--- src/isa_pkg.sv ---
`default_nettype none

package isa_pkg;

	typedef logic [31:0] word_t; // Register, ALU and memory word.
	typedef logic [15:0] instr_t;
	typedef logic [2:0] reg_idx_t;
	typedef logic signed [5:0] imm_t; // Offset for ADDI, LOAD, STORE and BEQ.

	typedef enum logic [3:0] {
		OP_ADD = 4'd0,
		OP_SUB = 4'd1,
		OP_AND = 4'd2,
		OP_OR = 4'd3,
		OP_XOR = 4'd4,
		OP_ADDI = 4'd5,
		OP_LOAD = 4'd6,
		OP_STORE = 4'd7,
		OP_BEQ = 4'd8,
		OP_JMP = 4'd9,
		OP_HALT = 4'd10
	} opcode_t;

	typedef enum logic [2:0] {
		ALU_ADD = 3'd0,
		ALU_SUB = 3'd1,
		ALU_AND = 3'd2,
		ALU_OR = 3'd3,
		ALU_XOR = 3'd4
	} alu_op_t;

endpackage

`default_nettype wire

--- src/alu.sv ---
`timescale 1ns/100ps
`default_nettype none

module alu
(
	input wire isa_pkg::word_t a,
	input wire isa_pkg::word_t b,
	input wire isa_pkg::alu_op_t op,
	output isa_pkg::word_t result,
	output logic equal
);

	always_comb
	begin
		case (op)
			isa_pkg::ALU_ADD:
				result = a + b; // Wraps at 32 bits.
			isa_pkg::ALU_SUB:
				result = a - b;
			isa_pkg::ALU_AND:
				result = a & b;
			isa_pkg::ALU_OR:
				result = a | b;
			isa_pkg::ALU_XOR:
				result = a ^ b;
			default:
				result = '0;
		endcase
	end

	assign equal = (a == b); // Branch condition for BEQ.

endmodule

`default_nettype wire

--- config.mk ---
export PLATFORM = sky130hd
export DESIGN_NAME = alu
export DESIGN_NICKNAME = d
export VERILOG_FILES = /design/src/isa_pkg.sv /design/src/alu.sv
export SDC_FILE = /design/constraint.sdc
export NUM_CORES = 1
export LEC_CHECK = 0
export ABC_AREA = 1
export BUFFER_PORTS_ARGS = -buffer_cell sky130_fd_sc_hd__buf_4
export CAP_MARGIN = 20
export CORE_ASPECT_RATIO = 1.4
export CORE_MARGIN = 1
export CORE_UTILIZATION = 50
export DETAILED_ROUTE_END_ITERATION = 6
export PLACE_DENSITY = 0.72
export SLEW_MARGIN = 0
export SYNTH_ARGS = -nofsm -noshare
export SYNTH_HDL_FRONTEND = slang
export SYNTH_SLANG_ARGS = --single-unit
--- constraint.sdc ---
create_clock -name vclk -period 3.49
set_input_delay 0.1745 -clock vclk [all_inputs]
set_output_delay 0.1745 -clock vclk [all_outputs]
set_load 0.01 [all_outputs]
==> impl_metrics.py <==
metrics = {
    "global_route": {
        "gr-total-overflow": 0,
        "grt_pass1_vias": 7324,
        "antenna_found_initial": 0,
        "grt_pass1_wl_um": 37000,
        "grt.total_usage_pct": 35.5,
        "grt_max_degree": 29,
    },
    "sta": {
        "timing.fmax_mhz": 381,
        "timing.setup.tns_ns": 0,
        "fin_crit_sh_pct": 75.2,
        "relSlewSlack_pct": 55.4,
        "rsz0062_at_grt": "no",
        "finalMaxSlewViolations": 0,
        "hold_viol": 0,
        "worst_pin_slew_ns": 0.668,
        "period_needed_ns": 2.63,
        "setup_viol": 0,
        "whs_ns": 0.671,
    },
    "route": {
        "via_per_inst": 5.35,
        "dr.pass1.iters": 5,
        "avgRoutedWirePerCell_um": 15.8,
        "postRouteAntennaNets": 0,
        "detail_route.iter0.violations": 586,
        "drcViolationCount": 0,
        "routed_wl_um": 24000,
        "num_vias": 8103,
    },
    "logic_synthesis": {
        "ys_top_cells_by_area": "nand2_1 25%, ha_1 20%, inv_1 18%",
        "synthDistinctLibCells": 32,
        "yosysSeqAreaShare_pct": 0,
        "yosys-top-cells-count": "431 x nand2_1, 299 x inv_1, 119 x nand3_1, 106 x nor2_1, 103 x ha_1",
        "yosys.area.top_type": "nand2_1",
        "syn_avg_cell_area_sq_um": 4.94,
        "synth_top_area_share_pct": 25.4,
        "synthCells": 1292,
        "syn-cell-area_sq_um": 6380,
        "syn_nets": 1464,
        "ys_warn_count": 0,
        "synth_most_common_cell": "nand2_1",
    },
    "worst_setup_path": {
        "cp-startpoint": "a[0]",
        "critPathCaptureType": "output port",
        "crit_path_end": "result[30]",
        "cp.arrival_ns": 2.45,
        "critPathLaunchType": "input pin",
        "cp_top_family": "simple AND/OR/NAND/NOR gates",
        "cp_num_buf_inv": 2,
        "cpMaxStageDelayCell": "fa_1",
        "critPathKind": "in2out",
        "critPathMaxFanout": 5,
        "slowest_delay_ns": 0.50,
        "crit_path_cell_trace": "buf_4 > ha_1 > fa_1 > nand3_1 > nand3_1 > nand2_1 > nand2_1 > nand2_1 > nand2_1 > nand2_1 > nand3_1 > nand3_1 > nand3_1 > buf_4",
        "critical_path_required_ns": 3.32,
        "path_depth": 14,
    },
    "power_and_ir_drop": {
        "switchingPower_uw": 737,
        "powerDensity_nw_per_um2": 156,
        "p_total_mw": 1.12,
        "seq_power_share_pct": 0,
        "internal_power_uw": 383,
        "p_leak_nw": 4.57,
        "clock_power_share_pct": 0,
        "ir_drop_mv": 0.0805,
        "switching_share_pct": 65.8,
        "combPwrFrac_pct": 100.0,
    },
    "min_path": {
        "worst_hold_path_type": "in2out",
        "min_from": "op[2]",
    },
    "floorplan": {
        "core_sq_um": 12400,
        "die_h_um": 136,
        "boundaryPins": 100,
        "rows": 48,
        "die_area_sq_um": 13200,
        "die_x_um": 97.5,
        "initial_core_util_pct": 51.6,
    },
    "layout": {
        "final_net_count": 1538,
        "nFillCells": 1400,
        "drive_above_1_share_pct": 8.80,
        "layout.cells.non_filler": 1514,
        "seq_cell_count": 0,
        "seq_area_sq_um": 0,
        "diodes": 0,
        "finish.utilization_pct": 58.0,
        "clkbuf_count": 0,
        "syn2layout_area_growth_pct": 12.5,
    },
    "place": {
        "dp.cells": 1514,
        "port_buffers": 100,
        "place_hpwl_um": 20300,
        "gp_congestion": 1.05,
    },
    "run": {
        "cap_violations": 0,
    },
    "clock_network": {
        "post_cts.repair.setup_buffers": 0,
        "cts_resized": 0,
        "cts-hold-fix-buffers": 0,
    },
    "status": {
        "status": "finished clean",
    },
}
-- routing by layer --
| metal | up-vias | wire length, um | GRT usage, % |
|---|---|---|---|
| li1 | 4110 | - | - |
| met1 | 3564 | 8750 | 38.5 |
| met2 | 338 | 12000 | 67.5 |
| met3 | 91 | 1460 | 2.27 |
| met4 | 0 | 1680 | 20.0 |
| met5 | - | 0 | 0 |
-- power by group through the flow --
stage	Combinational, mW	Clock [mW]	Sequential (mW)
global route	1.24	0	0
finish	1.12	0	0
floorplan	0.711	0	0
global placement	1.10	0	0
detailed placement	1.10	0	0
CTS	1.10	0	0
-- area by class of cell --
cell class	instances	area, sq um	share of cell area [%]
multi-input cells	955	5060	70.5
inverters	304	1140	15.9
repair buffers	105	788	11.0
well taps	150	188	2.61
-- metrics by stage --
step,setup slack (ns),cell area (sq um)
2_1_floorplan,1.63,6380
3_3_place_gp,0.933,7180
3_5_place_dp,0.908,7180
4_1_cts,0.900,7180
5_1_grt,0.705,7180
6_report,0.865,7180
-- placed cells by master (no fill, tap or decap) --
master     instances
nand2_1          431
inv_1            299
nand3_1          119
nor2_1           106
buf_4            105
ha_1             103
a21oi_1           73
o21ai_0           34
o22ai_1           21
nand4_1           13
nor3_1            12
o21bai_1           6
o211ai_1           5
nor2_2             4
inv_2              4
nand3_2            4
a221oi_1           4
nor4_1             3
and2_1             3
nand2_2            2
o21ai_1            2
xor2_1             2
o2111ai_1          2
a22oi_1            2
fa_1               2
clkinv_1           1
nor2_4             1
o221ai_1           1
-- kinds of logic (layout without fill, tap and decap cells) --
family	after synthesis	in the layout	synth area share, %
AOI/OAI and AO/OA	150	150	13.1
xor gates and xnor gates	2	2	0.275
adders and majority gates	105	105	20.8
buffers and inverters	337	409	20.7
and+or+nand+nor	698	698	45.1
-- worst min path at each step --
stage                 to  slack (ns)  depth (start not counted)
2_1_floorplan  result[0]        0.44                          1
3_3_place_gp   result[0]        0.67                          3
3_5_place_dp   result[0]        0.67                          3
4_1_cts        result[0]        0.67                          3
5_1_grt        result[0]        0.68                          3
6_report       result[0]        0.67                          3
(Power assumes the default switching activity.)
