### config.mk
export PLATFORM = sky130hd
export DESIGN_NAME = register_file
export DESIGN_NICKNAME = d
export VERILOG_FILES = /design/src/isa_pkg.sv /design/src/register_file.sv
export SDC_FILE = /design/constraint.sdc
export NUM_CORES = 1
export LEC_CHECK = 0
export BUFFER_PORTS_ARGS = -buffer_cell sky130_fd_sc_hd__buf_2
export CORE_MARGIN = 4
export CORE_UTILIZATION = 30
export DETAILED_ROUTE_END_ITERATION = 6
export PLACE_DENSITY_LB_ADDON = 0.05
export SYNTH_ARGS = -nofsm -noshare
export SYNTH_HDL_FRONTEND = slang
export SYNTH_SLANG_ARGS = --single-unit
### constraint.sdc
create_clock -name clock -period 3.9 [get_ports clock]
set_input_delay 0.39 -clock clock [delete_from_list [all_inputs] [get_ports clock]]
set_output_delay 0.39 -clock clock [all_outputs]
set_load 0.02 [all_outputs]
### src/isa_pkg.sv
`default_nettype none

package isa_pkg;

	typedef logic [31:0] word_t; // Register, ALU and memory word.
	typedef logic [15:0] instr_t;
	typedef logic [2:0] reg_idx_t;
	typedef logic signed [5:0] imm_t; // Offset for ADDI, LOAD, STORE and BEQ.

	typedef enum logic [3:0] {
		OP_ADD = 4'd0,
		OP_SUB = 4'd1,
		OP_AND = 4'd2,
		OP_OR = 4'd3,
		OP_XOR = 4'd4,
		OP_ADDI = 4'd5,
		OP_LOAD = 4'd6,
		OP_STORE = 4'd7,
		OP_BEQ = 4'd8,
		OP_JMP = 4'd9,
		OP_HALT = 4'd10
	} opcode_t;

	typedef enum logic [2:0] {
		ALU_ADD = 3'd0,
		ALU_SUB = 3'd1,
		ALU_AND = 3'd2,
		ALU_OR = 3'd3,
		ALU_XOR = 3'd4
	} alu_op_t;

endpackage

`default_nettype wire

### src/register_file.sv
`timescale 1ns/100ps
`default_nettype none

module register_file
(
	input wire clock,
	input wire rst,
	input wire isa_pkg::reg_idx_t ra_idx,
	input wire isa_pkg::reg_idx_t rb_idx,
	input wire we,
	input wire isa_pkg::reg_idx_t wr_idx,
	input wire isa_pkg::word_t wdata,
	output isa_pkg::word_t ra_data,
	output isa_pkg::word_t rb_data
);

	isa_pkg::word_t regs [0:7];

	always_ff @(posedge clock)
	begin
		if (rst)
		begin
			for (int i = 0; i < 8; i++)
			begin
				regs[i] <= '0;
			end
		end
		else if (we && (wr_idx != 3'd0))
		begin
			regs[wr_idx] <= wdata; // r0 is never written.
		end
	end

	assign ra_data = (ra_idx == 3'd0) ? '0 : regs[ra_idx];
	assign rb_data = (rb_idx == 3'd0) ? '0 : regs[rb_idx];

endmodule

`default_nettype wire

==> results.cfg <==
[floorplanning]
coreArea_sq_um = 39700
die_h_um = 209
fp-row-count = 73
die_w_um = 209
initial_core_util_pct = 30.4
die_area_sq_um = 43500
ios = 108

[worst_hold_path]
worstHoldEndpoint = regs[7][5]$_SDFFCE_PN0P_
hold_path.startpoint = wdata[5]
min_path_type = in2reg
min_delay_path_depth = 2

[final_layout]
area_delta_synth_final_pct = 15.3
top_regs = regs (224)
multi_input_area_sq_um = 4820
final_nets = 1021
n_antenna_cell = 0
drive_gt1_share_pct = 27.5
seqCellArea_sq_um = 6730
largest_register_ffs = 224
top_register = regs
n_fill_cell = 3840

[critical_path]
crit_buf_inv = 3
critPathCaptureType = primary output
cp_cell_sequence = buf_2, nor2b_4, buf_4, a221oi_1, buf_2
critical-path-top-delay-family = buffers and inverters
cp_slowest_stage_delay_ns = 0.76
cp_max_fo = 18
crit_top_cell = buf_2
start_kind = input pin
crit_arrival_ns = 2.38
cp_slowest_cell = nor2b_4
crit_type = in2out
crit_required_ns = 3.51

[route]
drtIter0Drc = 364
drt-vias-per-instance = 5.15
avgRoutedWirePerCell_um = 26.7
ant_nets = 0
routed_wl_um = 40600
drc = 0
drt-pass1-iter-count = 5
vias = 7836

[sta]
setup_viol = 0
fin_crit_sh_pct = 71.0
tightest_slew_ns = 0.770
setup_tns_ns = 0
finalMaxSlewViolations = 0
period_needed_ns = 2.77
hold_violations = 0
relSlewSlack_pct = 48.5
fmax_ghz = 0.361
rsz0062_at_grt = false

[cts]
cts_inserted_buffers = 28
cts.sinks = 224
hold_buffers = 0
clockBufferDepth = 3
cts_resized = 0
cts_tree = built
root_buffer = clkbuf_16
htree_levels = 1
cts.clk_slew.worst_paths_ns = 0.06
postCtsSetupBuffers = 0

[grt]
overflow = 0
grt_max_degree = 63
gr-usage-all-layers_pct = 18.2
use_met3_pct = 2.58
grt_pass1_vias = 8360
grt_first_pass_wirelength_um = 59200
antenna_found_initial = 1
busiest_layer = met2
use_met1_pct = 25.1
gr-usage-met2_pct = 30.8

[synth]
synth_ff_type = edfxtp_1
synth_cells = 881
synth_warnings = 0
async_flop_share_pct = 0
synth_enable_flop_cells = 224
ys_seq_area_share_pct = 55.7
ys_types = 30
ys_seq_elements = 224
syn_area_sq_um = 12100
synth.avg_cell_area_sq_um = 13.7
syn-num-nets = 925

[pwr]
totalPowerFinal_w = 0.00609
cellPowerDensity_nw_per_um2 = 438
power_leakage_nw = 5.19
vdd_drop_max_mv = 0.301

[job]
max_cap_violations = 0

[place]
place_congestion = 0.725
dp_hpwl_um = 23600
portBuffers = 107

[outcome]
status = finished clean
## worst max-delay path by stage
stage	start	endpoint	depth (start not counted)
floorplan	rb_idx[1]	rb_data[13]	6
global placement	ra_idx[0]	ra_data[14]	6
detailed placement	rb_idx[2]	rb_data[17]	5
CTS	ra_idx[0]	ra_data[14]	6
global route	ra_idx[0]	ra_data[14]	6
finish	rb_idx[2]	rb_data[17]	5
## area by class of cell
cell class / count / share of cell area [%]
well taps: 525 / 4.72
clock buffers: 37 / 5.43
multi-input cells: 576 / 34.6
repair buffers: 146 / 6.44
clock inverters: 13 / 0.387
flip-flops and latches: 224 / 48.3
inverters: 1 / 0.0270
## routing by layer
layer  vias to the layer above  routed length (um)  share of wire, %
met2                       181               19500                48
met3                        48                1740               4.3
met5                         -                  13             0.032
li1                       3616                   -                 -
met1                      3989               18700                46
met4                         2                 710               1.7
## logic make-up after synthesis
kind of cell | share of synthesized area, %
simple gates | 13.6
compound gates | 9.87
mux | 16.3
buf+inv | 4.54
flops | 55.7
## through the flow
stage	setup WS [ns]	area, sq um	hold slack [ns]	std cells	util (%)
2_1_floorplan	1.87	12100	0.588	881	-
3_3_place_gp	1.14	13100	0.748	1472	33.0
3_5_place_dp	1.13	13100	0.755	1472	33.0
4_1_cts	1.14	13900	0.172	1522	35.0
5_1_grt	1.06	13900	0.201	1522	35.0
6_report	1.13	13900	0.191	1522	35.0
## cell usage after synthesis, types with 2 or more instances
| cell | number | area, sq um |
|---|---|---|
| a221oi_2 | 6 | 90.1 |
| nor2_4 | 4 | 45.0 |
| nand2b_1 | 2 | 12.5 |
| clkbuf_1 | 29 | 109 |
| mux2i_1 | 124 | 1240 |
| buf_4 | 7 | 52.6 |
| nor2_1 | 2 | 7.51 |
| and2_1 | 222 | 1390 |
| a211oi_1 | 4 | 30.0 |
| buf_2 | 17 | 85.1 |
| buf_6 | 26 | 293 |
| a311oi_1 | 4 | 35.0 |
| nand2_1 | 2 | 7.51 |
| or2_2 | 7 | 43.8 |
| a221oi_1 | 116 | 1020 |
| edfxtp_1 | 224 | 6730 |
| mux2_2 | 64 | 721 |
| nor2b_1 | 6 | 37.5 |
| and2_2 | 4 | 30.0 |
## cells in the final DEF, fill, tap and decap left out, drive strengths merged, types with 4 or more instances in the layout
| cell | synthesis | routed |
|---|---|---|
| clkinv | 0 | 13 |
| clkbuf | 30 | 37 |
| buf | 50 | 146 |
| mux2 | 64 | 64 |
| edfxtp | 224 | 224 |
| or2 | 7 | 7 |
| mux2i | 124 | 124 |
| nor2b | 6 | 6 |
| nor2 | 6 | 6 |
| a311oi | 4 | 4 |
| a211oi | 4 | 4 |
| a221oi | 122 | 122 |
| and2 | 226 | 226 |
## report_power, final
group | leakage (nW) | switching (W) | internal, W | total, W
clock network | 0.397 | 0.00102 | 0.00134 | 0.00236
registers | 2.15 | 0.0000770 | 0.00281 | 0.00288
logic | 2.64 | 0.000540 | 0.000306 | 0.000846
Note: power is estimated with default switching activity, not from simulation.
