## config.mk

```make
export PLATFORM = sky130hd
export DESIGN_NAME = control_unit
export DESIGN_NICKNAME = d
export VERILOG_FILES = /design/src/isa_pkg.sv /design/src/mem_pkg.sv /design/src/control_unit.sv
export SDC_FILE = /design/constraint.sdc
export NUM_CORES = 1
export LEC_CHECK = 0
export ABC_AREA = 1
export ABC_CLOCK_PERIOD_IN_PS = 7000
export BUFFER_PORTS_ARGS = -buffer_cell sky130_fd_sc_hd__buf_2
export CAP_MARGIN = 20
export CORE_ASPECT_RATIO = 0.7
export CORE_UTILIZATION = 31
export CTS_CLUSTER_SIZE = 12
export DETAILED_ROUTE_END_ITERATION = 16
export PLACE_DENSITY = 0.65
export SKIP_CTS_REPAIR_TIMING = 1
export SYNTH_ARGS = -nofsm -noshare
export SYNTH_HDL_FRONTEND = slang
export SYNTH_SLANG_ARGS = --single-unit
```

## constraint.sdc

```tcl
create_clock -name clock -period 7 [get_ports clock]
set_input_delay 1.4 -clock clock [delete_from_list [all_inputs] [get_ports clock]]
set_output_delay 1.4 -clock clock [all_outputs]
set_load 0.005 [all_outputs]
```

## src/isa_pkg.sv

```systemverilog
`default_nettype none

package isa_pkg;

	typedef logic [31:0] word_t; // Register, ALU and memory word.
	typedef logic [15:0] instr_t;
	typedef logic [2:0] reg_idx_t;
	typedef logic signed [5:0] imm_t; // Offset for ADDI, LOAD, STORE and BEQ.

	typedef enum logic [3:0] {
		OP_ADD = 4'd0,
		OP_SUB = 4'd1,
		OP_AND = 4'd2,
		OP_OR = 4'd3,
		OP_XOR = 4'd4,
		OP_ADDI = 4'd5,
		OP_LOAD = 4'd6,
		OP_STORE = 4'd7,
		OP_BEQ = 4'd8,
		OP_JMP = 4'd9,
		OP_HALT = 4'd10
	} opcode_t;

	typedef enum logic [2:0] {
		ALU_ADD = 3'd0,
		ALU_SUB = 3'd1,
		ALU_AND = 3'd2,
		ALU_OR = 3'd3,
		ALU_XOR = 3'd4
	} alu_op_t;

endpackage

`default_nettype wire

```

## src/mem_pkg.sv

```systemverilog
`default_nettype none

package mem_pkg;

	typedef logic [15:0] addr_t; // Word address, not byte address.

	// Only the low bits are decoded, so memory wraps.
	localparam int ADDR_WIDTH_DEFAULT = 10;

endpackage

`default_nettype wire

```

## src/control_unit.sv

```systemverilog
`timescale 1ns/100ps
`default_nettype none

module control_unit
(
	input wire clock,
	input wire rst,
	input wire start,
	input wire isa_pkg::instr_t instr,
	input wire isa_pkg::word_t ra_data,
	input wire isa_pkg::word_t rb_data,
	input wire isa_pkg::word_t alu_result,
	input wire equal,
	input wire isa_pkg::word_t mem_rdata,
	output mem_pkg::addr_t fetch_addr,
	output isa_pkg::reg_idx_t ra_idx,
	output isa_pkg::reg_idx_t rb_idx,
	output logic rf_we,
	output isa_pkg::reg_idx_t wr_idx,
	output isa_pkg::word_t rf_wdata,
	output isa_pkg::word_t alu_a,
	output isa_pkg::word_t alu_b,
	output isa_pkg::alu_op_t alu_op,
	output logic mem_we,
	output mem_pkg::addr_t mem_addr,
	output isa_pkg::word_t mem_wdata,
	output logic running,
	output logic halted
);

	typedef enum logic [2:0] {IDLE, FETCH, EXECUTE, MEM, WRITEBACK, HALT_S} state_t;

	state_t state;
	state_t next_state;
	mem_pkg::addr_t pc;
	mem_pkg::addr_t next_pc;
	mem_pkg::addr_t pc_inc;
	isa_pkg::opcode_t opcode;
	isa_pkg::imm_t imm;
	isa_pkg::word_t imm_ext;
	logic reg_form;
	logic use_rb;

	assign opcode = isa_pkg::opcode_t'(instr[15:12]);
	assign imm = instr[5:0];
	assign imm_ext = {{26{imm[5]}}, imm};
	assign reg_form = (opcode inside {isa_pkg::OP_ADD, isa_pkg::OP_SUB, isa_pkg::OP_AND,
		isa_pkg::OP_OR, isa_pkg::OP_XOR});
	assign use_rb = reg_form || (opcode == isa_pkg::OP_BEQ); // BEQ compares rs with rd.
	assign pc_inc = pc + 16'd1;

	// Instruction stays valid in MEM and WRITEBACK since pc is held.
	assign fetch_addr = pc;
	assign ra_idx = instr[8:6];
	assign rb_idx = reg_form ? instr[5:3] : instr[11:9];
	assign alu_a = ra_data;
	assign alu_b = use_rb ? rb_data : imm_ext;

	always_comb
	begin
		case (opcode)
			isa_pkg::OP_SUB: alu_op = isa_pkg::ALU_SUB;
			isa_pkg::OP_AND: alu_op = isa_pkg::ALU_AND;
			isa_pkg::OP_OR: alu_op = isa_pkg::ALU_OR;
			isa_pkg::OP_XOR: alu_op = isa_pkg::ALU_XOR;
			default: alu_op = isa_pkg::ALU_ADD; // Also forms rs + imm.
		endcase
	end

	assign mem_addr = alu_result[15:0];
	assign mem_wdata = rb_data;
	assign mem_we = (state == MEM) && (opcode == isa_pkg::OP_STORE);

	assign wr_idx = instr[11:9];
	assign rf_wdata = (state == WRITEBACK) ? mem_rdata : alu_result;
	assign rf_we = ((state == EXECUTE) && (reg_form || (opcode == isa_pkg::OP_ADDI)))
		|| (state == WRITEBACK);

	assign running = (state != IDLE) && (state != HALT_S);
	assign halted = (state == HALT_S);

	always_comb
	begin
		next_state = state;
		next_pc = pc;
		case (state)
			IDLE, HALT_S:
				if (start)
				begin
					next_state = FETCH;
					next_pc = '0;
				end
			FETCH:
				next_state = EXECUTE;
			EXECUTE:
			begin
				next_state = FETCH;
				case (opcode)
					isa_pkg::OP_LOAD, isa_pkg::OP_STORE:
						next_state = MEM;
					isa_pkg::OP_HALT:
						next_state = HALT_S;
					isa_pkg::OP_BEQ:
						next_pc = equal ? (pc_inc + imm_ext[15:0]) : pc_inc;
					isa_pkg::OP_JMP:
						next_pc = {4'd0, instr[11:0]}; // Absolute target.
					default:
						next_pc = pc_inc;
				endcase
			end
			MEM:
				if (opcode == isa_pkg::OP_STORE)
				begin
					next_state = FETCH;
					next_pc = pc_inc;
				end
				else
				begin
					next_state = WRITEBACK;
				end
			WRITEBACK:
			begin
				next_state = FETCH;
				next_pc = pc_inc;
			end
			default:
				next_state = IDLE;
		endcase
	end

	always_ff @(posedge clock)
	begin
		if (rst)
		begin
			state <= IDLE;
			pc <= '0;
		end
		else
		begin
			state <= next_state;
			pc <= next_pc;
		end
	end

endmodule

`default_nettype wire

```

==> impl_results.md <==
- Initial antenna violation count: 0
- Syn_area_per_cell: between 5 and 6 sq um
- Number of DRC markers in iteration 0: roughly 330
- WP data arrival: ~3.3 ns
- Clk buf depth: 2
- Min Tclk post-route: between 4 and 5 ns
- Die width: 142 microns
- Register area: roughly 380 sq um
- Synth cell types: 39
- Synth Instances: 787
- Drt total wl: about 16000 microns
- Io pins: 324
- Dpl cell area: about 5000 sq um
- Layout cells sized above 1: 30.9%
- Register area share after synthesis: a little under a tenth
- Root Buffer: clkbuf_16
- Post-DP HPWL: roughly 13000 microns
- Type of origin of the critical path: primary input
- GRT Total Usage: around 21%
- Req. time, crit path: around 5.6 ns
- CTS tree: done
- Yosys warns: 0
- Post-route cell area: 5070 sq um
- Die height: 99.7 microns
- Clock Latency Late Sink: about 0.25 ns
- # setup viols final: 0
- Hold Vio Cnt, Final: 0
- Vias: just over 5000
- Multi-input gate area: around 2700 sq um
- Cts bufs inserted: 3
- Wirelength per Cell: about 14 microns
- DP Cell Count: between 1000 and 1500
- Total global routing overflow: 0
- Core area: 13200 sq um
- Number of fill cells in the layout: about 1500
- Clock Pin Slew Worst Setup and Hold Paths: ~0.060 ns
- RSZ-0062 raised after global routing: false
- Final hold slack: between 0.5 and 0.6 ns
- Antenna Nets Post-Route: 0
- Syn nets: between 900 and 1000
- Syn-to-layout area delta: 20.1%
- Placer congestion estimate: approximately 0.90
- Critical path class: in -> out
- Final period util: between 60% and 70%
- Status: completed
- Leakage: 3.12 nW
- Clk sink count: 19
- Final core occ: a little under two fifths
- First-pass GRT wire length: ~23000 microns
- Nets@finish: ~1100
- DRC violations left: 0
- Max-slew violation count: 0
- Design Power: roughly 1.4 mW
- Worst Tran Pin Value: slightly above 0.6 ns
- Worst Skew: 0.00496 ns
- # rows: 35
- Mapped cell area: approximately 4200 sq um
- Setup WS pre-CTS: about 2.3 ns
- Worst rel slew slack: 58.9%
- Final worst slack: between 2 and 2.5 ns
- Routed vias/inst: about 4.6
- Vias in the first global route: 4337
- Max Freq: between 200 and 250 MHz
- Port-buffer cells: ~260
- Hold WC Path Type: reg -> reg
- Non-Filler Instances: roughly 1100
- Pwr Density: 278 nW/um^2
- Peak supply drop: approximately 0.11 mV
- Antenna Cells: 0
- Post-Route Setup TNS: 0 ns
- Crit path capture type: primary output
- Initial Utilization: between 30% and 40%
- Die area: 14100 sq um
- Largest net degree at the start of global routing: 37
- First-pass iteration count of the detailed router: 5
- CTS H-Tree Depth: 1
- Crit Path Max Fanout: 36
- Flop2flop setup slack: ~3.9 ns
- Maxcap violations: 0
- Register bit total from synthesis: 19
placed cells by master, fill, tap and decap left out, types with 4 or more instances in the layout:
cell type and count:
nand2_1 319, buf_2 259, nand4_1 9, nor2_2 8
ha_1 21, xnor2_1 5, o21ai_1 7, inv_2 6
dfxtp_1 19, nor2_1 35, a21oi_1 41, nand3_1 42
o211ai_1 5, xor2_1 4, and2_1 4, o21ai_0 36
inv_1 91, nand2_2 5
cells by family (layout without fill, tap and decap cells):
kind of cell | count (synthesis) | after routing | share of synthesized area (%)
AOI/OAI and AO/OA | 102 | 102 | 13.4
xor gates and xnor gates | 9 | 9 | 1.87
adders and majority gates | 22 | 22 | 6.69
buffers and inverters | 204 | 361 | 26.7
DFF | 19 | 19 | 9.00
and+or+nand+nor | 431 | 431 | 42.4
layout make-up:
class / count / share of cell area [%]
Inverter: 98 / 7.25
Timing Repair Buffer: 259 / 25.5
Multi-Input combinational cell: 564 / 53.6
Clock buffer: 3 / 1.48
Sequential cell: 19 / 7.50
Tap cell: 185 / 4.56
Clock inverter: 1 / 0.0986
worst max-delay path: stages:
cell and delay [ns]:
buf_2 0.17, nor2_2 0.20, nand2_2 0.20, nand2_2 0.53, inv_2 0.10, nand2_2 0.40
nand2_1 0.13, buf_2 0.16
synth_stat cells:
cell type | number | area (sq um)
fa_1 | 1 | 20.0
dfxtp_1 | 19 | 380
a21o_1 | 1 | 7.51
ha_1 | 21 | 263
buf_1 | 2 | 7.51
o21bai_1 | 3 | 22.5
a31oi_1 | 2 | 12.5
inv_2 | 6 | 22.5
o211ai_1 | 5 | 37.5
a21oi_4 | 1 | 16.3
nor2_8 | 1 | 20.0
o31ai_1 | 1 | 7.51
inv_1 | 91 | 342
nor2_4 | 2 | 22.5
o21ai_1 | 7 | 35.0
nor3_1 | 2 | 10.0
o21ai_0 | 36 | 180
a21oi_1 | 41 | 205
buf_4 | 86 | 646
nand3_2 | 1 | 10.0
o22ai_1 | 1 | 6.26
xor2_1 | 4 | 35.0
nand4_1 | 9 | 56.3
nand2_2 | 5 | 31.3
nand2_1 | 319 | 1200
nor2_1 | 35 | 131
clkbuf_1 | 8 | 30.0
xnor2_1 | 5 | 43.8
nand2_4 | 1 | 11.3
buf_6 | 4 | 45.0
or2_2 | 1 | 6.26
and2_1 | 4 | 25.0
buf_2 | 6 | 30.0
nor3_2 | 1 | 10.0
o221ai_1 | 2 | 17.5
nor2_2 | 8 | 50.1
o21ai_2 | 2 | 17.5
clkinv_1 | 1 | 3.75
nand3_1 | 42 | 210
worst paths after layout:
path                                     from                     endpoint  cells after the start
setup / recovery                    instr[12]                    alu_b[14]                      8
hold / removal    fetch_addr[14]$_SDFFE_PP0P_  fetch_addr[14]$_SDFFE_PP0P_                      2
setup reg to reg   fetch_addr[0]$_SDFFE_PP0P_  fetch_addr[13]$_SDFFE_PP0P_                     18
hold reg to reg   fetch_addr[14]$_SDFFE_PP0P_  fetch_addr[14]$_SDFFE_PP0P_                      2
power by group:
group / switching (mW) / total [mW] / internal [mW] / leakage, nW
registers: 0.0788 / 0.239 / 0.160 / 0.157
logic: 0.655 / 1.05 / 0.395 / 2.92
clock network: 0.0435 / 0.120 / 0.0766 / 0.0409
flip-flops by register name, summed over array words and instances, names as in the netlist:
| register | count |
|---|---|
| fetch_addr | 16 |
| state | 3 |
per-layer routing:
metal	vias to the layer above	GRT usage [%]	wire length, microns
met3	8	4.48	1280
li1	2689	-	-
met5	-	0	0
met2	205	30.6	6440
met4	0	1.08	75
met1	2251	31.3	7810
(Power assumes the default switching activity.)
