--- src/isa_pkg.sv ---
`default_nettype none

package isa_pkg;

	typedef logic [31:0] word_t; // Register, ALU and memory word.
	typedef logic [15:0] instr_t;
	typedef logic [2:0] reg_idx_t;
	typedef logic signed [5:0] imm_t; // Offset for ADDI, LOAD, STORE and BEQ.

	typedef enum logic [3:0] {
		OP_ADD = 4'd0,
		OP_SUB = 4'd1,
		OP_AND = 4'd2,
		OP_OR = 4'd3,
		OP_XOR = 4'd4,
		OP_ADDI = 4'd5,
		OP_LOAD = 4'd6,
		OP_STORE = 4'd7,
		OP_BEQ = 4'd8,
		OP_JMP = 4'd9,
		OP_HALT = 4'd10
	} opcode_t;

	typedef enum logic [2:0] {
		ALU_ADD = 3'd0,
		ALU_SUB = 3'd1,
		ALU_AND = 3'd2,
		ALU_OR = 3'd3,
		ALU_XOR = 3'd4
	} alu_op_t;

endpackage

`default_nettype wire

--- src/mem_pkg.sv ---
`default_nettype none

package mem_pkg;

	typedef logic [15:0] addr_t; // Word address, not byte address.

	// Only the low bits are decoded, so memory wraps.
	localparam int ADDR_WIDTH_DEFAULT = 10;

endpackage

`default_nettype wire

--- src/host_port.sv ---
`timescale 1ns/100ps
`default_nettype none

module host_port
#(
	parameter int ADDR_WIDTH = mem_pkg::ADDR_WIDTH_DEFAULT
)
(
	input wire clock,
	input wire rst,
	input wire running,
	input wire host_req,
	input wire host_we,
	input wire mem_pkg::addr_t host_addr,
	input wire isa_pkg::word_t host_wdata,
	input wire core_we,
	input wire mem_pkg::addr_t core_addr,
	input wire isa_pkg::word_t core_wdata,
	input wire isa_pkg::word_t mem_rdata,
	output logic host_ack,
	output isa_pkg::word_t host_rdata,
	output logic data_we,
	output mem_pkg::addr_t data_addr,
	output isa_pkg::word_t data_wdata
);

	typedef enum logic [1:0] {IDLE, ISSUE, ACK, WAIT_LOW} state_t;

	localparam mem_pkg::addr_t ADDR_MASK = mem_pkg::addr_t'((32'd1 << ADDR_WIDTH) - 32'd1);

	state_t state;

	always_ff @(posedge clock)
	begin
		if (rst)
		begin
			state <= IDLE;
			host_ack <= 1'b0;
		end
		else
		begin
			case (state)
				IDLE:
					if (host_req && !running) // Held off while the core runs.
					begin
						state <= ISSUE;
					end
				ISSUE:
					state <= ACK;
				ACK:
				begin
					state <= WAIT_LOW;
					host_ack <= 1'b1;
				end
				WAIT_LOW:
					if (!host_req)
					begin
						state <= IDLE;
						host_ack <= 1'b0;
					end
				default:
					state <= IDLE;
			endcase
		end
	end

	always_ff @(posedge clock)
	begin
		if (state == ACK)
		begin
			host_rdata <= mem_rdata;
		end
	end

	// Core owns the data port while running.
	assign data_we = running ? core_we : ((state == ISSUE) && host_we);
	assign data_addr = running ? core_addr : (host_addr & ADDR_MASK);
	assign data_wdata = running ? core_wdata : host_wdata;

endmodule

`default_nettype wire

--- config.mk ---
export PLATFORM = sky130hd
export DESIGN_NAME = host_port
export DESIGN_NICKNAME = d
export VERILOG_FILES = /design/src/isa_pkg.sv /design/src/mem_pkg.sv /design/src/host_port.sv
export SDC_FILE = /design/constraint.sdc
export NUM_CORES = 1
export LEC_CHECK = 0
export BUFFER_PORTS_ARGS = -buffer_cell sky130_fd_sc_hd__buf_2
export CORE_AREA = 2 2 83 85
export CTS_BUF_LIST = sky130_fd_sc_hd__clkbuf_4
export DETAILED_ROUTE_END_ITERATION = 12
export DIE_AREA = 0 0 85 87
export PLACE_DENSITY = 0.8
export SYNTH_ARGS = -nofsm -noshare
export SYNTH_HDL_FRONTEND = slang
export SYNTH_SLANG_ARGS = --single-unit
--- constraint.sdc ---
create_clock -name clock -period 1.8 [get_ports clock]
set_clock_uncertainty 0.2 [all_clocks]
set_input_delay 0.36 -clock clock [delete_from_list [all_inputs] [get_ports clock]]
set_output_delay 0.36 -clock clock [all_outputs]
set_load 0.005 [all_outputs]
==> impl_results.md, run 1 <==
- CTS Buf Count: 5
- Nets: 479
- Die ar.: 7400 um^2
- Final GP Congestion: 0.724
- Routed Antenna Nets: 0
- Post-synthesis simple-gate area fraction: 4.57%
- Die Wd: 85 um
- DRT Wirelength: 5860 um
- Main combinational cell family by area after synthesis: multiplexers
- First-pass iteration count of the detailed router: 4
- Worst Setup End Kind: output pin
- Final min period: 1.75 ns
- Max-slew violation count: 0
- Gr ovfl total: 0
- # rows: 30
- DRC: 0
- CTS clk-pin slew, worst paths: 0.10 ns
- Share of cells above drive strength 1: 76.2%
- Final setup viols: 0
- Max Cap Viol: 0
- Setup TNS: 0 ns
- Clock Tree Root: clkbuf_4
- Post-synthesis mux area share: 27.7%
- First-pass GRT wire length: 8190 um
- Pleak: 1.54 nW
- Buf/Inv on CP: 3
- Largest net degree at the start of global routing: 41
- Max VDD drop: 953 uV
- Req. time, crit path: ~1.2 ns
- #FFs+latches synth: 35
- Initial antenna violation count: 0
- Total number of vias: around 1800
- Max_slew headroom: 87.6%
- P per Cell Area: 809 nW/um^2
- Adder-Cell Fraction of Synth Area: 3.51%
- Complex-gate fraction of the synthesized area: under 10%
- Core box area: between 6000 and 7000 um^2
- Vias in the first global route: 1662
- CP arrival: ~1.2 ns
- Worst Tran Pin Value: 0.186 ns
- Fill cell total of the finished layout: 578
- Hold crit path type: input port to flip-flop
- Met1 GRT Util: 14.6%
- Gr busiest metal: met2
- Worst path max stage delay: around 0.36 ns
- Critical path type: input port to output pin
- WL/cell: roughly 14 um
- Post-Synthesis Cell Area: 1780 um^2
- Tcrit/Tclk final: 97.3%
- RSZ-0062 raised after global routing: no
- Synth cell types: 16
- Final-report hold violation count: 0
- Initial Util: 27.1%
- GR Util met3: under 10%
- Startpoint types: input port
- Commonest non-fill, non-tap cell in the layout: buf_2
- Commonest non-fill, non-tap cells in the layout: buf_2, mux2_2, edfxtp_1
- Most Frequent Cell on Critical Path: buf_2
- Outcome: completed
- Slowest stage cell, crit path: mux2_2
- Seq/Total Area, Yosys: 57.3%
- Dpl hpwl: approximately 4600 um
- Met2 usage: between 20% and 30%
- Layout area overhead: 77.7%
- Vias/cell: about 4.2
- Synth Warn #: 0
- I/O pin count: between 200 and 250
- Fin Hold WS: 0.00703 ns
- CTS tree: done
- Worst-path cell chain: buf_2 > buf_12 > mux2_2 > buf_2
- Die height: 87 um
- Clock latency on the worst-skew pair: 0.32 ns
- CP Max Fanout: 40
- Syn_nets: 250
- Initial detailed-routing violation count: 14
- All-Layer GR Usage: 14.2%
- Post-Syn Instances: 111
- H-tree Lvls: 2
- Final Util: roughly half
- Family with the most delay on the worst path: buffers and inverters
- Xor/xnor share of the synthesized area: 0%
- Clock sinks: 35
- Syn_area_per_cell: ~16 um^2
- Fmax: 0.571 GHz
- N_diodes: 0
- Max clock buf depth: 2
- IO buf count: 209
Yosys cell counts, drive strengths merged:
library cell	number	share of area, %
mux2	42	27
edfxtp	32	54
and2	6	2.1
buf	6	3.8
ha	5	3.5
nand2b	4	1.8
dfxtp	3	3.4
inv	3	0.63
nand2	3	0.63
mux2i	2	1.1
o21ai	2	0.56
a21oi	1	0.28
a22oi	1	1.2
o21bai	1	0.42
kinds of logic (layout without fill, tap and decap cells):
| kind of cell | Yosys count | in the layout |
|---|---|---|
| AOI/OAI and AO/OA | 5 | 5 |
| adders and majority gates | 5 | 5 |
| buffers and inverters | 9 | 239 |
| DFF | 35 | 35 |
| muxes | 44 | 44 |
| and+or+nand+nor | 13 | 13 |
routing by layer:
| metal | wire length, um | vias up |
|---|---|---|
| met2 | 3070 | 128 |
| met1 | 2030 | 770 |
| met3 | 672 | 7 |
| li1 | - | 865 |
| met5 | 0 | - |
| met4 | 85 | 0 |
repair_timing:
action | 4_1_cts | 5_1_grt
gates resized for setup | 5 | 3
setup buffers | 1 | 0
hold buffers | 11 | 4
setup endpoints to repair | 1 | 1
hold endpoints to repair | 11 | 4
sequential cells by signal, summed over array words and instances (netlist names):
register,flops
host_ack,1
host_rdata,32
state,2
worst reg2reg max path: stages (launching register included):
cell	delay, ns
dfxtp_2	0.37
inv_1	0.12
ha_2	0.21
buf_12	0.21
final timing paths:
path	slack, ns	start	end	cells past startpoint
worst min-delay path	0.007	mem_rdata[22]	host_rdata[22]$_DFFE_PP_	1
worst max register to register	0.40	state[0]$_SDFFE_PP0P_	host_rdata[25]$_DFFE_PP_	3
worst min register to register	0.31	host_ack$_SDFFE_PP0P_	host_ack$_SDFFE_PP0P_	2
worst max-delay path	0.05	running	data_wdata[24]	4
metrics by stage:
stage | worst slack (ns) | area, um^2 | std cells | power, mW
after floorplan | 0.252 | 1780 | 111 | 1.55
after global placement | 0.0639 | 2910 | 397 | 1.95
after detailed placement | 0.0356 | 2910 | 397 | 1.98
after CTS | 0.00262 | 3110 | 417 | 2.55
after global routing | 0.0111 | 3160 | 421 | 2.70
final | 0.0489 | 3160 | 421 | 2.56
final cells by class:
| class | count | area (um^2) | share of cell area (%) |
|---|---|---|---|
| inverters | 3 | 13.8 | 0.435 |
| well taps | 80 | 100 | 3.16 |
| clock inverters | 3 | 38.8 | 1.23 |
| flip-flops and latches | 35 | 1030 | 32.4 |
| clock buffers | 5 | 37.5 | 1.19 |
| multi-input cells | 67 | 696 | 22.0 |
| repair buffers | 228 | 1250 | 39.6 |
report_power, final:
part	internal (mW)	switching (mW)	total (mW)	leakage [nW]
clock network	0.286	0.247	0.532	0.0426
registers	1.12	0.0617	1.18	0.317
logic	0.459	0.389	0.848	1.18
Power figures use the tool's default switching activity.
==> run 2: changes to the inputs <==
==> constraint.sdc (replaced) <==
create_clock -name clock -period 1.8 [get_ports clock]
set_clock_uncertainty 0.2 [all_clocks]
set_input_delay 0.09 -clock clock [delete_from_list [all_inputs] [get_ports clock]]
set_output_delay 0.09 -clock clock [all_outputs]
set_load 0.005 [all_outputs]
==> impl_results.md, run 2 (synthesis gave the netlist of run 1 again) <==
- Largest net degree at the start of global routing: 41
- Metal3 WL: 612 um
- Setup TNS: 0 ns
- Layout area overhead: 85.0%
- IO buf count: 209
- Core box area: 6570 um^2
- Slowest stage cell, crit path: dfxtp_1
- CP arrival: roughly 1.3 ns
- N_diodes: 0
- Die ar.: 7400 um^2
- Vias in the first global route: 1753
- DRT Wirelength: about 6000 um
- Gr ovfl total: 0
- All-Layer GR Usage: 15.0%
- Cells after DPL: 396
- Final GP Congestion: approximately 0.73
- CP Max Fanout: 4
- I/O pin count: ~220
- WL/cell: 13.5 um
- Max-slew violation count: 0
- Commonest non-fill, non-tap cell in the layout: buf_2
- Family with the most delay on the worst path: flip-flops
- Initial detailed-routing violation count: 26
- First-pass GRT wire length: 8740 um
- Clock latency on the worst-skew pair: 0.32 ns
- Hold crit path type: input port to flip-flop
- Outcome: completed
- Tcrit/Tclk final: 86.9%
- Pleak: 1.59 nW
- RSZ-0062 raised after global routing: no
- Nets: between 400 and 500
- CTS tree: done
- Final worst slack: 0.236 ns
- CTS clk-pin slew, worst paths: ~0.09 ns
- First-pass iteration count of the detailed router: 4
- Worst setup startpoint: state[1]$_SDFFE_PP0P_
- Clock sinks: 35
- Vias/cell: 4.19
- Initial Util: a little over a quarter
- Worst-path cell chain: inv_1 > ha_1 > nand2_1 > o21ai_0 > buf_2
- Critical R2R Launch: state[0]$_SDFFE_PP0P_
- Worst reg-to-reg setup slack: just over 0.4 ns
- P per Cell Area: approximately 730 nW/um^2
- Dpl hpwl: 4560 um
- Max Cap Viol: 0
- M1 wire length: ~2300 um
- Max_slew headroom: 81.1%
- Die Wd: 85 um
- Routed Antenna Nets: 0
- Worst Setup End Kind: output pin
- Total number of vias: 1835
- Commonest non-fill, non-tap cells in the layout: buf_2, dlygate4sd3_1, mux2_2
- Worst Tran Pin Value: 0.284 ns
- Crit path to: data_we
- Reg-to-Reg End: state[0]$_SDFFE_PP0P_
- Post-CTS setup buffer count: 0
- Critical path type: flip-flop to output pin
- R2R depth: 5
- Pre-CTS WS: roughly 0.39 ns
- Final-report hold violation count: 0
- Final Util: between 50% and 60%
- Worst path max stage delay: 0.40 ns
- Max reg flops: 32
- Req. time, crit path: 1.51 ns
- Top layer used by detailed routing: met4
- Max clock buf depth: 2
- Metal2 WL: 2930 um
- H-tree Lvls: 2
- Fill cell total of the finished layout: 550
- Initial antenna violation count: 0
- Startpoint types: flip-flop
- Cts repair resizes: 0
- Fmax: around 0.64 GHz
- Largest registers: host_rdata (32), state (2), host_ack (1)
- Clock Tree Root: clkbuf_4
- CTS Buf Count: 5
- Final setup viols: 0
- Max VDD drop: 687 uV
- DRC: 0
- Share of cells above drive strength 1: 70.7%
- # rows: 30
- Top reg by flops: host_rdata
- Buf/Inv on CP: 2
- Final min period: 1.56 ns
- Non-Filler Instances: 438
- Die height: 87 um
- CP Depth: 5
[run 2: stage by stage]
stage | area, um^2 | hold slack [ns] | total power, mW
3_5_place_dp | 2900 | 0.0681 | 1.98
3_3_place_gp | 2900 | 0.0672 | 1.95
4_1_cts | 3290 | 0.229 | 2.43
6_report | 3290 | 0.245 | 2.40
5_1_grt | 3290 | 0.247 | 2.55
2_1_floorplan | 1780 | -0.0409 | 1.55
[run 2: what timing repair did]
item                                    4_1_cts  5_1_grt
endpoints found under the setup margin        0        0
endpoints found under the hold margin        35        0
hold buffers                                 34        0
[run 2: area by class of cell]
cell class / instances / area, um^2 / area share [%]
well taps: 80 / 100 / 3.04
clock inverters: 3 / 15.0 / 0.456
flip-flops and latches: 35 / 1020 / 31.0
multi-input cells: 67 / 683 / 20.7
clock buffers: 5 / 37.5 / 1.14
repair buffers: 245 / 1430 / 43.3
inverters: 3 / 11.3 / 0.342
[run 2: how the worst min path moves through the flow]
stage	start	to	slack [ns]	depth (start not counted)
5_1_grt	running	state[0]$_SDFFE_PP0P_	0.25	4
2_1_floorplan	rst	host_ack$_SDFFE_PP0P_	-0.04	1
3_5_place_dp	mem_rdata[7]	host_rdata[7]$_DFFE_PP_	0.07	1
4_1_cts	running	state[0]$_SDFFE_PP0P_	0.23	4
3_3_place_gp	mem_rdata[20]	host_rdata[20]$_DFFE_PP_	0.07	1
6_report	running	state[1]$_SDFFE_PP0P_	0.24	4
[run 2: tightest hold or removal path, stage by stage]
cell	delay [ns]
buf_2	0.26
nand2b_4	0.20
a22oi_4	0.06
mux2i_1	0.11
[run 2: layer usage]
metal	vias to the layer above	GRT usage, %
met5	-	0
met4	0	4.76
met3	5	3.32
met2	129	27.7
met1	800	17.3
li1	901	-
[run 2: report_power, final]
group          switching, mW  leakage (nW)  internal [mW]
Combinational          0.379          1.25          0.464
Sequential            0.0577         0.316           1.11
Clock                  0.247        0.0263          0.143
Total                  0.684          1.59           1.72
==> run 3: changes to the inputs <==
- CELL_PAD_IN_SITES_DETAIL_PLACEMENT: default -> 0
- CELL_PAD_IN_SITES_GLOBAL_PLACEMENT: default -> 1
- CORE_AREA: 2 2 83 85 -> default
- CORE_MARGIN: default -> 1.5
- CORE_UTILIZATION: default -> 21
- DIE_AREA: 0 0 85 87 -> default
- PLACE_DENSITY: 0.8 -> 0.87
==> impl_results.md, run 3 (synthesis gave the netlist of run 1 again) <==
- Buf/Inv on CP: 2
- RSZ-0062 raised after global routing: no
- First-pass GRT wire length: 7900 um
- Setup TNS: 0 ns
- Clock sinks: 35
- Max-slew violation count: 0
- Fill cell total of the finished layout: 784
- Dpl hpwl: 4510 um
- CTS clk-pin slew, worst paths: 0.10 ns
- Core box area: 8220 um^2
- Worst path max stage delay: 0.41 ns
- Sw frac: 27.8%
- Gr ovfl total: 0
- Max clock buf depth: 2
- Startpoint types: flip-flop
- Post-CTS setup buffer count: 0
- N_diodes: 0
- Final GP Congestion: 0.841
- Max VDD drop: about 280 uV
- Initial detailed-routing violation count: 30
- Largest registers: host_rdata (32), state (2), host_ack (1)
- Initial antenna violation count: 0
- Sequential power share: 48.4%
- CP arrival: ~1.3 ns
- IO buf count: 209
- Tcrit/Tclk final: between 80 and 90%
- Nets: 496
- Final setup viols: 0
- Vias in the first global route: 1729
- Worst Setup End Kind: output pin
- Largest net degree at the start of global routing: 52
- Combinational Power Share: 34.6%
- H-tree Lvls: 2
- Pleak: 1.60 nW
- Share of cells above drive strength 1: 71.2%
- Commonest non-fill, non-tap cells in the layout: buf_2, dlygate4sd3_1, mux2_2
- CTS Buf Count: 5
- Worst Tran Pin Value: 0.250 ns
- Max reg flops: 32
- Vias/cell: ~3.9
- Commonest non-fill, non-tap cell in the layout: buf_2
- Die height: between 90 and 100 um
- CTS tree: done
- Clock Tree Root: clkbuf_4
- DRT Wirelength: 5660 um
- Final-report hold violation count: 0
- Hold crit path type: input port to output pin
- Total number of vias: 1828
- I/O pin count: 216
- Psw: 0.670 mW
- CP Max Fanout: 4
- Worst-path cell chain: inv_1 > ha_1 > nand2_1 > o21ai_0 > buf_2
- Internal Power: 1.74 mW
- Fmax: around 0.64 GHz
- Req. time, crit path: between 1.5 and 2 ns
- DRC: 0
- Max Cap Viol: 0
- # rows: 33
- Layout area overhead: 87.1%
- Top reg by flops: host_rdata
- P per Cell Area: 723 nW/um^2
- Slowest stage cell, crit path: dfxtp_1
- Final min period: 1.56 ns
- Worst reg-to-reg setup slack: 0.41 ns
- Critical path type: flip-flop to output pin
- Initial Util: 21.7%
- WL/cell: roughly 12 um
- First-pass iteration count of the detailed router: 4
- Clock power share: 17.0%
- Die Wd: approximately 95 um
- All-Layer GR Usage: 11.5%
- Die ar.: 9040 um^2
- Fin Hold WS: 0.255 ns
- Max_slew headroom: 83.3%
- Clock latency on the worst-skew pair: 0.32 ns
- Routed Antenna Nets: 0
- Outcome: completed
- Family with the most delay on the worst path: flip-flops
run 3: worst paths after layout:
check / start / endpoint / cells past startpoint
max: state[1]$_SDFFE_PP0P_ / data_we / 5
max reg2reg: state[0]$_SDFFE_PP0P_ / host_rdata[0]$_DFFE_PP_ / 3
min reg2reg: host_ack$_SDFFE_PP0P_ / host_ack$_SDFFE_PP0P_ / 2
min: core_addr[11] / data_addr[11] / 3
run 3: metrics by stage:
stage | setup slack (ns) | area (um^2) | std cells | total power [mW] | utilization, %
after floorplan | 0.252 | 1780 | 111 | 1.55 | -
after global placement | 0.446 | 2930 | 421 | 1.95 | 35.7
after detailed placement | 0.414 | 2930 | 421 | 1.97 | 35.7
after CTS | 0.208 | 3330 | 463 | 2.45 | 40.5
after global routing | 0.101 | 3330 | 463 | 2.58 | 40.5
final | 0.244 | 3330 | 463 | 2.41 | 40.5
run 3: area by class of cell:
cell class / instances / area (um^2) / area share (%)
Inverter: 3 / 11.3 / 0.338
Sequential cell: 35 / 1020 / 30.7
Multi-Input combinational cell: 67 / 683 / 20.5
Clock buffer: 6 / 45.0 / 1.35
Clock inverter: 2 / 12.5 / 0.376
Tap cell: 105 / 131 / 3.94
Timing Repair Buffer: 245 / 1430 / 42.8
run 3: metal layers:
layer,wire [um],vias up,global-route usage (%)
met2,2990,121,22.8
met1,2040,800,11.4
met3,552,7,2.71
met5,0,-,0
li1,-,900,-
met4,74,0,4.60
run 3: power groups by stage:
| stage | Combinational (mW) | Clock (mW) | Sequential [mW] |
|---|---|---|---|
| final | 0.834 | 0.408 | 1.17 |
| after global routing | 0.926 | 0.462 | 1.19 |
| after CTS | 0.848 | 0.435 | 1.17 |
| after detailed placement | 0.787 | 0 | 1.19 |
| after global placement | 0.772 | 0 | 1.18 |
| after floorplan | 0.341 | 0 | 1.20 |
run 3: tightest hold or removal path, delay by kind of cell:
family	cells	cell delay (ns)
buffers and inverters	2	0.17
AND/OR/NAND/NOR	1	0.10
run 3: what timing repair did:
item                                   4_1_cts  5_1_grt
gates resized for setup                      0        0
hold buffers                                34        0
endpoints found under the hold margin       35        0
